File: src/rtl/rs_defines.svh
/*
 * Sizing macros for the issue core.
 * Include wherever a tag width, station size or unit latency is needed.
 */

`ifndef RS_DEFINES_SVH
`define RS_DEFINES_SVH

//////////////////////////////
// Tags

// Physical destination tag width
`define RS_TAG_BITS 6

//////////////////////////////
// Stations and units

// Entries in each reservation station
`define RS_ALU_SIZE  4
`define RS_MULT_SIZE 2

// Pipeline depth of each functional unit
`define RS_ALU_LATENCY  1
`define RS_MULT_LATENCY 3

`endif

File: src/rtl/rs_pkg.sv
/*
 * Shared types for the issue core.
 * Modules refer to them by scoped name through rs_pkg::.
 */

`include "rs_defines.svh"

package rs_pkg;

    // Physical destination tag
    typedef logic [`RS_TAG_BITS-1:0] tag_t;

    // What dispatch hands to a station
    // Ready bits say the source value already exists
    typedef struct packed {
        tag_t dest_tag;
        tag_t src1_tag;
        tag_t src2_tag;
        logic src1_ready;
        logic src2_ready;
    } dispatch_t;

    // One station slot
    typedef struct packed {
        dispatch_t op;
        logic      valid;
    } rs_entry_t;

endpackage

File: src/rtl/cdb_if.sv
/*
 * Common data bus seen by the stations.
 * The arbiter drives the early tag in the grant cycle and the
 * registered broadcast one cycle later.
 */

`timescale 1ns/1ps

interface cdb_if;

    // Early wakeup, same cycle as the grant
    logic         early_valid;
    rs_pkg::tag_t early_tag;

    // Registered broadcast, one cycle after the grant
    logic         cdb_valid;
    rs_pkg::tag_t cdb_tag;

    modport arbiter (
        output early_valid, early_tag, cdb_valid, cdb_tag
    );

    modport listener (
        input early_valid, early_tag, cdb_valid, cdb_tag
    );

endinterface

File: src/rtl/rs_station.sv
/*
 * Reservation station working on tags only.
 * Allocates into the lowest free slot, wakes sources from the CDB,
 * issues the lowest fully ready slot and empties on mispredict.
 */

`timescale 1ns/1ps

module rs_station #(
    parameter int size = 4
) (
    input  logic               clock,
    input  logic               reset,
    input  logic               mispredict,
    input  logic               dispatch_valid,
    input  rs_pkg::dispatch_t  dispatch_entry,
    output logic               dispatch_ready,
    cdb_if.listener            cdb,
    output logic               issue_valid,
    output rs_pkg::tag_t       issue_tag,
    input  logic               issue_ready
);

    localparam int idx_bits = (size > 1) ? $clog2(size) : 1;

    rs_pkg::rs_entry_t entries      [size];
    rs_pkg::rs_entry_t entries_next [size];

    logic [size-1:0]     ready_vec;
    logic [size-1:0]     valid_next;
    logic [idx_bits-1:0] free_idx;
    logic [idx_bits-1:0] sel_idx;
    logic                full;
    logic                accept;
    logic                issue_fire;

    // Not-full level comes straight from a flop
    assign dispatch_ready = !full;
    assign accept         = dispatch_valid && dispatch_ready;
    assign issue_fire     = issue_valid && issue_ready;

    //////////////////////////////
    // Select and free search

    // Only registered ready bits count, so a wakeup issues a cycle later
    always_comb begin
        for (int i = 0; i < size; i++) begin
            ready_vec[i] = entries[i].valid && entries[i].op.src1_ready &&
                           entries[i].op.src2_ready;
        end
    end

    // Scan from the top so the lowest index wins
    always_comb begin
        sel_idx     = '0;
        issue_valid = 1'b0;
        free_idx    = '0;
        for (int i = size - 1; i >= 0; i--) begin
            if (ready_vec[i]) begin
                sel_idx     = idx_bits'(i);
                issue_valid = 1'b1;
            end
            if (!entries[i].valid) begin
                free_idx = idx_bits'(i);
            end
        end
    end

    assign issue_tag = entries[sel_idx].op.dest_tag;

    //////////////////////////////
    // Next state

    always_comb begin
        for (int i = 0; i < size; i++) begin
            entries_next[i] = entries[i];
        end

        // Issued slot frees up
        if (issue_fire) begin
            entries_next[sel_idx].valid = 1'b0;
        end

        // New entry, slot was free in the registered state
        if (accept) begin
            entries_next[free_idx].op    = dispatch_entry;
            entries_next[free_idx].valid = 1'b1;
        end

        // Wakeup covers the new entry too
        // Registered broadcast catches a tag whose early cycle came before allocation
        for (int i = 0; i < size; i++) begin
            if ((cdb.early_valid && cdb.early_tag == entries_next[i].op.src1_tag) ||
                (cdb.cdb_valid && cdb.cdb_tag == entries_next[i].op.src1_tag)) begin
                entries_next[i].op.src1_ready = 1'b1;
            end
            if ((cdb.early_valid && cdb.early_tag == entries_next[i].op.src2_tag) ||
                (cdb.cdb_valid && cdb.cdb_tag == entries_next[i].op.src2_tag)) begin
                entries_next[i].op.src2_ready = 1'b1;
            end
            valid_next[i] = entries_next[i].valid;
        end
    end

    //////////////////////////////
    // State

    // Flush drops every slot, ready returns next cycle
    always_ff @(posedge clock) begin
        if (reset || mispredict) begin
            full <= 1'b0;
            for (int i = 0; i < size; i++) begin
                entries[i].valid <= 1'b0;
            end
        end else begin
            full <= &valid_next;
            for (int i = 0; i < size; i++) begin
                entries[i] <= entries_next[i];
            end
        end
    end

endmodule

File: src/rtl/fu_pipe.sv
/*
 * Stand-in for a fixed-latency functional unit.
 * Tags walk a chain of stages, and the last one waits for the CDB grant.
 * Bubbles close up under back-pressure.
 */

`timescale 1ns/1ps

module fu_pipe #(
    parameter int latency = 1
) (
    input  logic         clock,
    input  logic         reset,
    input  logic         mispredict,
    input  logic         issue_valid,
    input  rs_pkg::tag_t issue_tag,
    output logic         issue_ready,
    output logic         done_valid,
    output rs_pkg::tag_t done_tag,
    input  logic         done_grant
);

    logic [latency-1:0] stage_valid;
    rs_pkg::tag_t       stage_tag [latency];

    // Stage can take new content this edge
    logic [latency-1:0] stage_free;

    // Free if empty or its content moves on
    always_comb begin
        stage_free[latency-1] = !stage_valid[latency-1] || done_grant;
        for (int i = latency - 2; i >= 0; i--) begin
            stage_free[i] = !stage_valid[i] || stage_free[i+1];
        end
    end

    assign issue_ready = stage_free[0];
    assign done_valid  = stage_valid[latency-1];
    assign done_tag    = stage_tag[latency-1];

    //////////////////////////////
    // Valid chain

    always_ff @(posedge clock) begin
        if (reset || mispredict) begin
            stage_valid <= '0;
        end else begin
            if (stage_free[0]) begin
                stage_valid[0] <= issue_valid;
            end
            for (int i = 1; i < latency; i++) begin
                if (stage_free[i]) begin
                    stage_valid[i] <= stage_valid[i-1];
                end
            end
        end
    end

    // Tag chain follows the same moves
    always_ff @(posedge clock) begin
        if (stage_free[0]) begin
            stage_tag[0] <= issue_tag;
        end
        for (int i = 1; i < latency; i++) begin
            if (stage_free[i]) begin
                stage_tag[i] <= stage_tag[i-1];
            end
        end
    end

endmodule

File: src/rtl/cdb_arbiter.sv
/*
 * CDB arbiter for the two functional units.
 * Grants one finished tag per cycle, multiply first, drives the early
 * tag in the grant cycle and registers the broadcast for the next.
 */

`timescale 1ns/1ps

module cdb_arbiter (
    input  logic         clock,
    input  logic         reset,
    input  logic         mispredict,
    input  logic         alu_done_valid,
    input  rs_pkg::tag_t alu_done_tag,
    output logic         alu_done_grant,
    input  logic         mult_done_valid,
    input  rs_pkg::tag_t mult_done_tag,
    output logic         mult_done_grant,
    cdb_if.arbiter       cdb
);

    //////////////////////////////
    // Grant

    // Longer pipe first, ALU waits a cycle on a collision
    assign mult_done_grant = mult_done_valid;
    assign alu_done_grant  = alu_done_valid && !mult_done_valid;

    // Early tag is the granted result
    assign cdb.early_valid = mult_done_valid || alu_done_valid;
    assign cdb.early_tag   = mult_done_valid ? mult_done_tag : alu_done_tag;

    //////////////////////////////
    // Broadcast register

    // Broadcast lasts one cycle, dropped on flush
    always_ff @(posedge clock) begin
        if (reset || mispredict) begin
            cdb.cdb_valid <= 1'b0;
        end else begin
            cdb.cdb_valid <= cdb.early_valid;
        end
    end

    // Tag only means something with cdb_valid
    always_ff @(posedge clock) begin
        cdb.cdb_tag <= cdb.early_tag;
    end

endmodule

File: src/rtl/issue_core.sv
/*
 * Top of the tag-only scheduling core.
 * Two stations feed two units, and the arbiter closes the loop
 * through the CDB. Dispatch and broadcast are plain ports.
 */

`timescale 1ns/1ps

`include "rs_defines.svh"

module issue_core (
    input  logic              clock,
    input  logic              reset,
    input  logic              mispredict,
    input  logic              alu_dispatch_valid,
    input  logic              mult_dispatch_valid,
    input  rs_pkg::dispatch_t alu_dispatch_entry,
    input  rs_pkg::dispatch_t mult_dispatch_entry,
    output logic              alu_dispatch_ready,
    output logic              mult_dispatch_ready,
    output logic              cdb_valid,
    output rs_pkg::tag_t      cdb_tag
);

    cdb_if cdb_bus ();

    // Station to unit
    logic         alu_issue_valid;
    rs_pkg::tag_t alu_issue_tag;
    logic         alu_issue_ready;
    logic         mult_issue_valid;
    rs_pkg::tag_t mult_issue_tag;
    logic         mult_issue_ready;

    // Unit to arbiter
    logic         alu_done_valid;
    rs_pkg::tag_t alu_done_tag;
    logic         alu_done_grant;
    logic         mult_done_valid;
    rs_pkg::tag_t mult_done_tag;
    logic         mult_done_grant;

    //////////////////////////////
    // Stations

    rs_station #(.size(`RS_ALU_SIZE)) rs_alu (
        .clock          (clock),
        .reset          (reset),
        .mispredict     (mispredict),
        .dispatch_valid (alu_dispatch_valid),
        .dispatch_entry (alu_dispatch_entry),
        .dispatch_ready (alu_dispatch_ready),
        .cdb            (cdb_bus.listener),
        .issue_valid    (alu_issue_valid),
        .issue_tag      (alu_issue_tag),
        .issue_ready    (alu_issue_ready)
    );

    rs_station #(.size(`RS_MULT_SIZE)) rs_mult (
        .clock          (clock),
        .reset          (reset),
        .mispredict     (mispredict),
        .dispatch_valid (mult_dispatch_valid),
        .dispatch_entry (mult_dispatch_entry),
        .dispatch_ready (mult_dispatch_ready),
        .cdb            (cdb_bus.listener),
        .issue_valid    (mult_issue_valid),
        .issue_tag      (mult_issue_tag),
        .issue_ready    (mult_issue_ready)
    );

    //////////////////////////////
    // Units and arbiter

    fu_pipe #(.latency(`RS_ALU_LATENCY)) fu_alu (
        .clock       (clock),
        .reset       (reset),
        .mispredict  (mispredict),
        .issue_valid (alu_issue_valid),
        .issue_tag   (alu_issue_tag),
        .issue_ready (alu_issue_ready),
        .done_valid  (alu_done_valid),
        .done_tag    (alu_done_tag),
        .done_grant  (alu_done_grant)
    );

    fu_pipe #(.latency(`RS_MULT_LATENCY)) fu_mult (
        .clock       (clock),
        .reset       (reset),
        .mispredict  (mispredict),
        .issue_valid (mult_issue_valid),
        .issue_tag   (mult_issue_tag),
        .issue_ready (mult_issue_ready),
        .done_valid  (mult_done_valid),
        .done_tag    (mult_done_tag),
        .done_grant  (mult_done_grant)
    );

    cdb_arbiter arbiter (
        .clock           (clock),
        .reset           (reset),
        .mispredict      (mispredict),
        .alu_done_valid  (alu_done_valid),
        .alu_done_tag    (alu_done_tag),
        .alu_done_grant  (alu_done_grant),
        .mult_done_valid (mult_done_valid),
        .mult_done_tag   (mult_done_tag),
        .mult_done_grant (mult_done_grant),
        .cdb             (cdb_bus.arbiter)
    );

    // Registered broadcast out to the ports
    assign cdb_valid = cdb_bus.cdb_valid;
    assign cdb_tag   = cdb_bus.cdb_tag;

endmodule

File: config.mk
export PLATFORM = sky130hd
export DESIGN_NAME = issue_core
export DESIGN_NICKNAME = d
export VERILOG_FILES = /design/src/rtl/rs_pkg.sv /design/src/rtl/cdb_if.sv /design/src/rtl/rs_station.sv /design/src/rtl/fu_pipe.sv /design/src/rtl/cdb_arbiter.sv /design/src/rtl/issue_core.sv
export VERILOG_INCLUDE_DIRS = /design/src /design/src/rtl
export SDC_FILE = /design/constraint.sdc
export NUM_CORES = 1
export LEC_CHECK = 0
export BUFFER_PORTS_ARGS = -buffer_cell sky130_fd_sc_hd__buf_4
export CAP_MARGIN = 20
export CELL_PAD_IN_SITES_DETAIL_PLACEMENT = 2
export CELL_PAD_IN_SITES_GLOBAL_PLACEMENT = 2
export CORE_ASPECT_RATIO = 1.2
export CORE_MARGIN = 1
export CORE_UTILIZATION = 37
export DETAILED_ROUTE_END_ITERATION = 10
export PLACE_DENSITY_LB_ADDON = 0.05
export SLEW_MARGIN = 20
export SYNTH_ARGS = -nofsm -noshare
export SYNTH_HDL_FRONTEND = slang
export SYNTH_HIERARCHICAL = 1
export SYNTH_SLANG_ARGS = --single-unit
File: constraint.sdc
create_clock -name clock -period 2.6 [get_ports clock]
set_clock_uncertainty 0.1 [all_clocks]
set_input_delay 0.65 -clock clock [delete_from_list [all_inputs] [get_ports clock]]
set_output_delay 0.65 -clock clock [all_outputs]
set_load 0.01 [all_outputs]
==> results of run 1 <==
[area by class of cell]
| cell class | instances | area, sq um |
|---|---|---|
| Fill cell | 2799 | 14530 |
| Multi-Input combinational cell | 676 | 4727 |
| Sequential cell | 163 | 4707 |
| Timing Repair Buffer | 149 | 1194 |
| Clock buffer | 19 | 432.9 |
| Tap cell | 335 | 419.2 |
| Inverter | 59 | 225.2 |
| Clock inverter | 13 | 115.1 |
[timing repair]
action                                  CTS  global route
pin swaps                                 0             1
endpoints found under the setup margin    5             5
resized for setup                         4             5
hold buffers                              0             0
setup buffers                             0             2
[final timing paths]
kind                                start                       end  slack [ns]  cells past startpoint
setup / recovery   fu_mult/stage_valid[2]      rs_alu/entries[2][1]        0.08                      8
hold / removal                 mispredict         fu_alu/done_valid        0.31                      2
setup reg to reg   fu_mult/stage_valid[2]      rs_alu/entries[2][1]        0.08                      8
hold reg to reg   fu_mult/stage_tag[0][8]  fu_mult/stage_tag[0][14]        0.32                      0
[per-layer routing]
metal / up-vias / global-route usage [%]
li1: 3702 / -
met1: 4212 / 30.97
met2: 197 / 49.02
met3: 56 / 3.604
met4: 0 / 11.68
met5: - / 0
[synthesized netlist by cell type (9+ instances only)]
cell	n
xnor2_1	74
mux2_2	22
o21ai_0	34
nand2_1	76
nor2_1	55
mux2i_1	38
or4_1	11
and2_1	16
and3_1	34
nand3_1	30
xor2_1	51
a31oi_1	10
edfxtp_1	144
inv_1	55
dfxtp_1	19
buf_4	9
a21oi_1	44
buf_2	11
nand4_1	16
nor4_1	9
o211ai_1	11
o2111ai_1	12
nand2b_1	12
clkbuf_1	39
[through the flow]
stage          TNS [ns]  cells  worst slack [ns]  area [sq um]  power (uW)
2_1_floorplan         0    968            0.1202          9968        3511
3_3_place_gp   -0.04058   1380          -0.04058         11230        3842
3_5_place_dp    -0.2395   1380           -0.1261         11230        3883
4_1_cts               0   1412          0.005041         11790        6335
5_1_grt               0   1414           0.01808         11820        6503
6_report              0   1414           0.07780         11820        6277
[cell families (layout without fill, tap and decap cells)]
| family | Yosys count | after routing |
|---|---|---|
| flip-flops | 163 | 163 |
| AO/OA/AOI/OAI | 177 | 177 |
| XOR/XNOR | 125 | 125 |
| multiplexers | 68 | 68 |
| buffers and inverters | 129 | 240 |
| AND/OR/NAND/NOR | 306 | 306 |
[power groups by stage]
stage,clock (uW),sequential [uW],combinational [uW]
floorplan,0,3020,494
global placement,0,3040,803
detailed placement,0,3040,840
CTS,2500,2990,849
global route,2600,2990,908
finish,2440,2990,849
[registers in the layout (all words and copies together), names as in the netlist]
register and flops:
rs_alu/full 1, rs_alu/entries 84, fu_mult/stage_tag 18, arbiter/cdb.cdb_valid 1, rs_mult/full 1, fu_alu/done_valid 1, fu_mult/stage_valid 3, rs_mult/entries 42
arbiter/cdb.cdb_tag 6, fu_alu/stage_tag 6
==> flow_summary.toml, run 1 <==
[floorplanning]
core_sq_um = 26350
fp.dieArea_sq_um = 27590
boundaryPins = 54
placement_rows = 65
chipHeight_um = 181.8
start_util_pct = 37.81
die_width_um = 151.8

[global_route]
first_pass_grt_wire_length_um = 55350
grt_antenna_before_repair = 0
grt_pass1_vias = 9099
grtUsageTotal_pct = 26.77
grt_start_max_net_pins = 57
global_route.overflow_total = 0

[routing]
remaining_drc_errors = 0
detail_route.wl_per_cell_um = 25.75
route.met2.wl_um = 19210
vias_per_cell = 5.776
drt_pass1_iterations = 7
route.vias.total = 8167
topRoutingLayerUsed = "met4"
detail_route.wirelength.met1_um = 14810
met3_wirelength_um = 1187
dr.first_iter.drc_count = 389
drt.antenna.violating_nets = 0
totalWireLength_um = 36410

[cts]
ctsRootBufferMaster = "clkbuf_16"
worstSkewPairLatency_ns = 0.45
htree_num_levels = 4
tritoncts_clock_tree = "yes"
clkTransAtPathRegs_ns = 0.07
tritoncts_num_sinks = 163
tritoncts.num_buffers = 17
ctsLongestPathBuffers = 2

[yosys]
synthDominantAreaCellType = "edfxtp_1"
post_synth_and_or_nand_nor_area_fraction_pct = 16.56
combinational_family_with_the_most_area_after_synthesis = "simple AND/OR/NAND/NOR gates"
synth_fa_ha_area_share_pct = 0
synth.avg_cell_area_sq_um = 10.29
synth_enable_flop_cells = 144
synthesized_area_fraction_occupied_by_ao_oa_aoi_and_oai_cells_pct = 11.94
ys_seq_area_share_pct = 47.22
synth_area_sq_um = 9963
synthArstFlopShare_pct = 0
yosys_most_used_dff = "edfxtp_1"
synthDistinctLibCells = 85
post_synth_main_area_contributors = "edfxtp_1 43%, xnor2_1 6.5%, xor2_1 4.5%, dfxtp_1 3.8%, mux2i_1 3.8%"
ys_seq_elements = 163
synth_top_area_share_pct = 43.40
netlist_instances = 968
synth.mux.area_fraction_pct = 7.560
synth_warnings = 6
synthesis.nets = 1013
post_synth_xor_area_fraction_pct = 10.99

[pwr]
p_clk_share_pct = 38.9
seq_power_share_pct = 47.6
power.share.combinational_pct = 13.5
max-vdd-ir-drop_mv = 0.3446
powerDensity_nw_per_um2 = 531.1
sw_frac_of_total_pct = 27.82
switching_power_uw = 1747
internal-power_uw = 4531
power_leakage_uw = 0.004592

[place]
dpl.hpwl_um = 26770
finalWeightedCongestion = 0.8283
count_of_buffers_from_port_buffering = 53

[cells_and_area]
most_used_cells_in_the_layout_excluding_fill_and_tap_cells = "144 x edfxtp_1, 143 x buf_4, 76 x nand2_1"
nets = 1111
most_frequent_standard_cell_in_the_layout_excluding_fill_and_tap_cells = "edfxtp_1"
diodes = 0
fin_util_pct = 44.86
layout_cell_share_with_drive_strength_beyond_1_pct = 22.52
syn2layout_area_growth_pct = 18.64

[sta]
fin_worst_hold_slack_ns = 0.3079
rsz0062_at_grt = "false"
final_critical_delay_including_setup_and_external_delays_ns = 2.522
layout_worst_path_cycle_share_pct = 97.01
relSlewSlack_pct = 47.79
final_max_slew_viol_count = 0
timing.final.setup_violations = 0
hold_viol_final = 0
worst_pin_slew_ns = 0.7832
maxClockFrequency_mhz = 396.5

[worst_setup_path]
crit_path_end_kind = "flop"
critical-path-max-stage-delay_ns = 0.48
cp_slowest_cell = "or4_1"
crit_chain = "mux2_2 > buf_4 > nor2b_1 > or3_1 > nor3_1 > o21ai_0 > or4_1 > o211ai_1"
crit_required_ns = 2.79
setup.worst_path.class = "reg -> reg"
critical_path_buf_inv_count = 1
critical_path_launch_point_type = "flop"
path_delay_family = "simple AND/OR/NAND/NOR gates"
maximum_fanout_along_the_worst_path = 5
worstPathArrival_ns = 2.71

[status]
outcome = "finished clean"

[min_path]
hold_class = "in -> reg"

[run]
max_cap_violations = 0
No activity file was read; power rests on OpenSTA's default activity.
==> inputs of run 2 (changes only) <==
--- a/config.mk
+++ b/config.mk
@@ -8,13 +8,11 @@
 export LEC_CHECK = 0
 export BUFFER_PORTS_ARGS = -buffer_cell sky130_fd_sc_hd__buf_4
 export CAP_MARGIN = 20
-export CELL_PAD_IN_SITES_DETAIL_PLACEMENT = 2
-export CELL_PAD_IN_SITES_GLOBAL_PLACEMENT = 2
 export CORE_ASPECT_RATIO = 1.2
 export CORE_MARGIN = 1
-export CORE_UTILIZATION = 37
+export CORE_UTILIZATION = 49
 export DETAILED_ROUTE_END_ITERATION = 10
-export PLACE_DENSITY_LB_ADDON = 0.05
+export PLACE_DENSITY = 0.67
 export SLEW_MARGIN = 20
 export SYNTH_ARGS = -nofsm -noshare
 export SYNTH_HDL_FRONTEND = slang
==> constraint.sdc (replaced) <==
create_clock -name clock -period 2.6 [get_ports clock]
set_clock_uncertainty 0.1 [all_clocks]
set_input_delay 0.65 -clock clock [delete_from_list [all_inputs] [get_ports clock]]
set_output_delay 0.65 -clock clock [all_outputs]
set_load 0.05 [all_outputs]
==> flow_summary.toml, run 2 (same netlist as run 1, synthesis figures left out) <==
[worst_setup_path]
cp_slowest_cell = "or4_1"
crit_required_ns = 2.78
worstPathArrival_ns = 2.63
critical_path_buf_inv_count = 0
crit_path_end_kind = "flop"
path_delay_family = "simple AND/OR/NAND/NOR gates"
critical-path-max-stage-delay_ns = 0.47
critical_path_launch_point_type = "flop"
maximum_fanout_along_the_worst_path = 6
setup.worst_path.class = "reg -> reg"
crit_chain = "mux2_2 > xor2_1 > or3_1 > nor3_1 > o21ai_0 > or4_1 > o211ai_1"

[cells_and_area]
nets = 1087
n_fill_cell = 1730
reg_top3 = "rs_alu/entries (84), rs_mult/entries (42), fu_mult/stage_tag (18)"
diodes = 0
finish.cell_count_without_fillers = 1316
syn2layout_area_growth_pct = 16.26
layout_cell_share_with_drive_strength_beyond_1_pct = 20.66
stdcell_area_sq_um = 11580
top_reg_by_flops = "rs_alu/entries"
most_frequent_standard_cell_in_the_layout_excluding_fill_and_tap_cells = "edfxtp_1"
largest_reg_flops = 84
most_used_cells_in_the_layout_excluding_fill_and_tap_cells = "144 x edfxtp_1, 118 x buf_4, 76 x nand2_1"

[global_route]
grt_pass1_vias = 7723
first_pass_grt_wire_length_um = 42680
grtUsageTotal_pct = 27.11
grt_antenna_before_repair = 0
global_route.overflow_total = 0
grt_start_max_net_pins = 57

[run]
max_cap_violations = 0

[place]
preCtsSetupSlack_ns = -0.05760
post-place-cells = 1284
finalWeightedCongestion = 0.9229
count_of_buffers_from_port_buffering = 53
post_dp_cell_area_sq_um = 10990
dpl.hpwl_um = 19780

[cts]
postCtsResizedCells = 0
tritoncts_clock_tree = "yes"
clkTransAtPathRegs_ns = 0.07
tritoncts_num_sinks = 163
cts-hold-fix-buffers = 0
ctsRootBufferMaster = "clkbuf_16"
htree_num_levels = 4
ctsLongestPathBuffers = 2
number_of_buffers_inserted_by_post_cts_setup_repair = 0
worstSkewPairLatency_ns = 0.44
tritoncts.num_buffers = 17

[pwr]
sw_frac_of_total_pct = 27.24
power_leakage_uw = 0.004501
powerDensity_nw_per_um2 = 540.2
max-vdd-ir-drop_mv = 0.4476
p_total_uw = 6258
power.share.combinational_pct = 12.8
seq_power_share_pct = 47.6
internal-power_uw = 4553
switching_power_uw = 1705
p_clk_share_pct = 39.6

[sta]
timing.final.ws_setup_ns = 0.1499
layout_worst_path_cycle_share_pct = 94.24
final_max_slew_viol_count = 0
worst_pin_slew_ns = 0.7570
timing.final.setup_violations = 0
maxClockFrequency_mhz = 408.1
rsz0062_at_grt = "false"
timing.setup.tns_ns = 0
final_critical_delay_including_setup_and_external_delays_ns = 2.450
relSlewSlack_pct = 49.53
hold_viol_final = 0

[floorplanning]
placement_rows = 56
start_util_pct = 50.42
fp.dieArea_sq_um = 20910
chipHeight_um = 158.2
boundaryPins = 54
core_sq_um = 19760
die_width_um = 132.2

[routing]
drt_pass1_iterations = 6
route.vias.total = 7903
vias_per_cell = 6.005
remaining_drc_errors = 0
drt.antenna.violating_nets = 0
detail_route.wl_per_cell_um = 20.84
dr.first_iter.drc_count = 627
totalWireLength_um = 27430

[status]
outcome = "finished clean"

[min_path]
hold_class = "in -> reg"
run 2: cell count changes in the layout (fill, tap and decap cells not counted), moves of 2 or more:
cell / delta
buf_4: -25
clkinv_8: +2
clkinvlp_4: -5
inv_8: +3
clkbuf_1: -2
run 2: final timing paths:
kind / from / end / slack [ns] / cells past startpoint
worst max-delay path: fu_mult/stage_valid[2] / rs_alu/entries[2][1] / 0.15 / 7
worst min-delay path: mispredict / fu_alu/done_valid / 0.31 / 2
worst min register to register: fu_mult/stage_tag[0][9] / fu_mult/stage_tag[0][15] / 0.32 / 0
worst max register to register: fu_mult/stage_valid[2] / rs_alu/entries[2][1] / 0.15 / 7
run 2: routing by layer:
layer | part of all wire, % | track usage (%)
met3 | 6.7 | 4.579
met2 | 48 | 45.88
met5 | 0 | 0
met4 | 4.8 | 15.87
met1 | 40 | 32.79
run 2: power groups by stage:
stage          logic, uW  clock network, uW  registers [uW]
2_1_floorplan        494                  0            3030
3_3_place_gp         776                  0            3040
3_5_place_dp         785                  0            3040
4_1_cts              788               2520            2980
5_1_grt              856               2620            2990
6_report             798               2480            2980
run 2: worst reg2reg max path, cell delays in order (launching register included):
cell and delay (ns):
dfxtp_2 0.40, mux2_2 0.44, xor2_1 0.16, or3_1 0.40
nor3_1 0.14, o21ai_0 0.08, or4_1 0.47, o211ai_1 0.10
run 2: cell type report:
class	instances	area [sq um]	share of cell area [%]
multi-input combinational	676	4718	40.73
sequential	163	4706	40.62
inverter	59	225.2	1.944
timing repair buffer	125	1026	8.857
tap	261	326.6	2.819
clock buffer	17	425.4	3.673
clock inverter	15	156.4	1.350
run 2: stage by stage:
step / hold WS [ns] / utilization, %
3_5_place_dp: 0.3045 / 55.60
4_1_cts: 0.2982 / 58.54
5_1_grt: 0.3100 / 58.62
6_report: 0.3102 / 58.62
2_1_floorplan: 0.3003 / -
3_3_place_gp: 0.3018 / 55.60
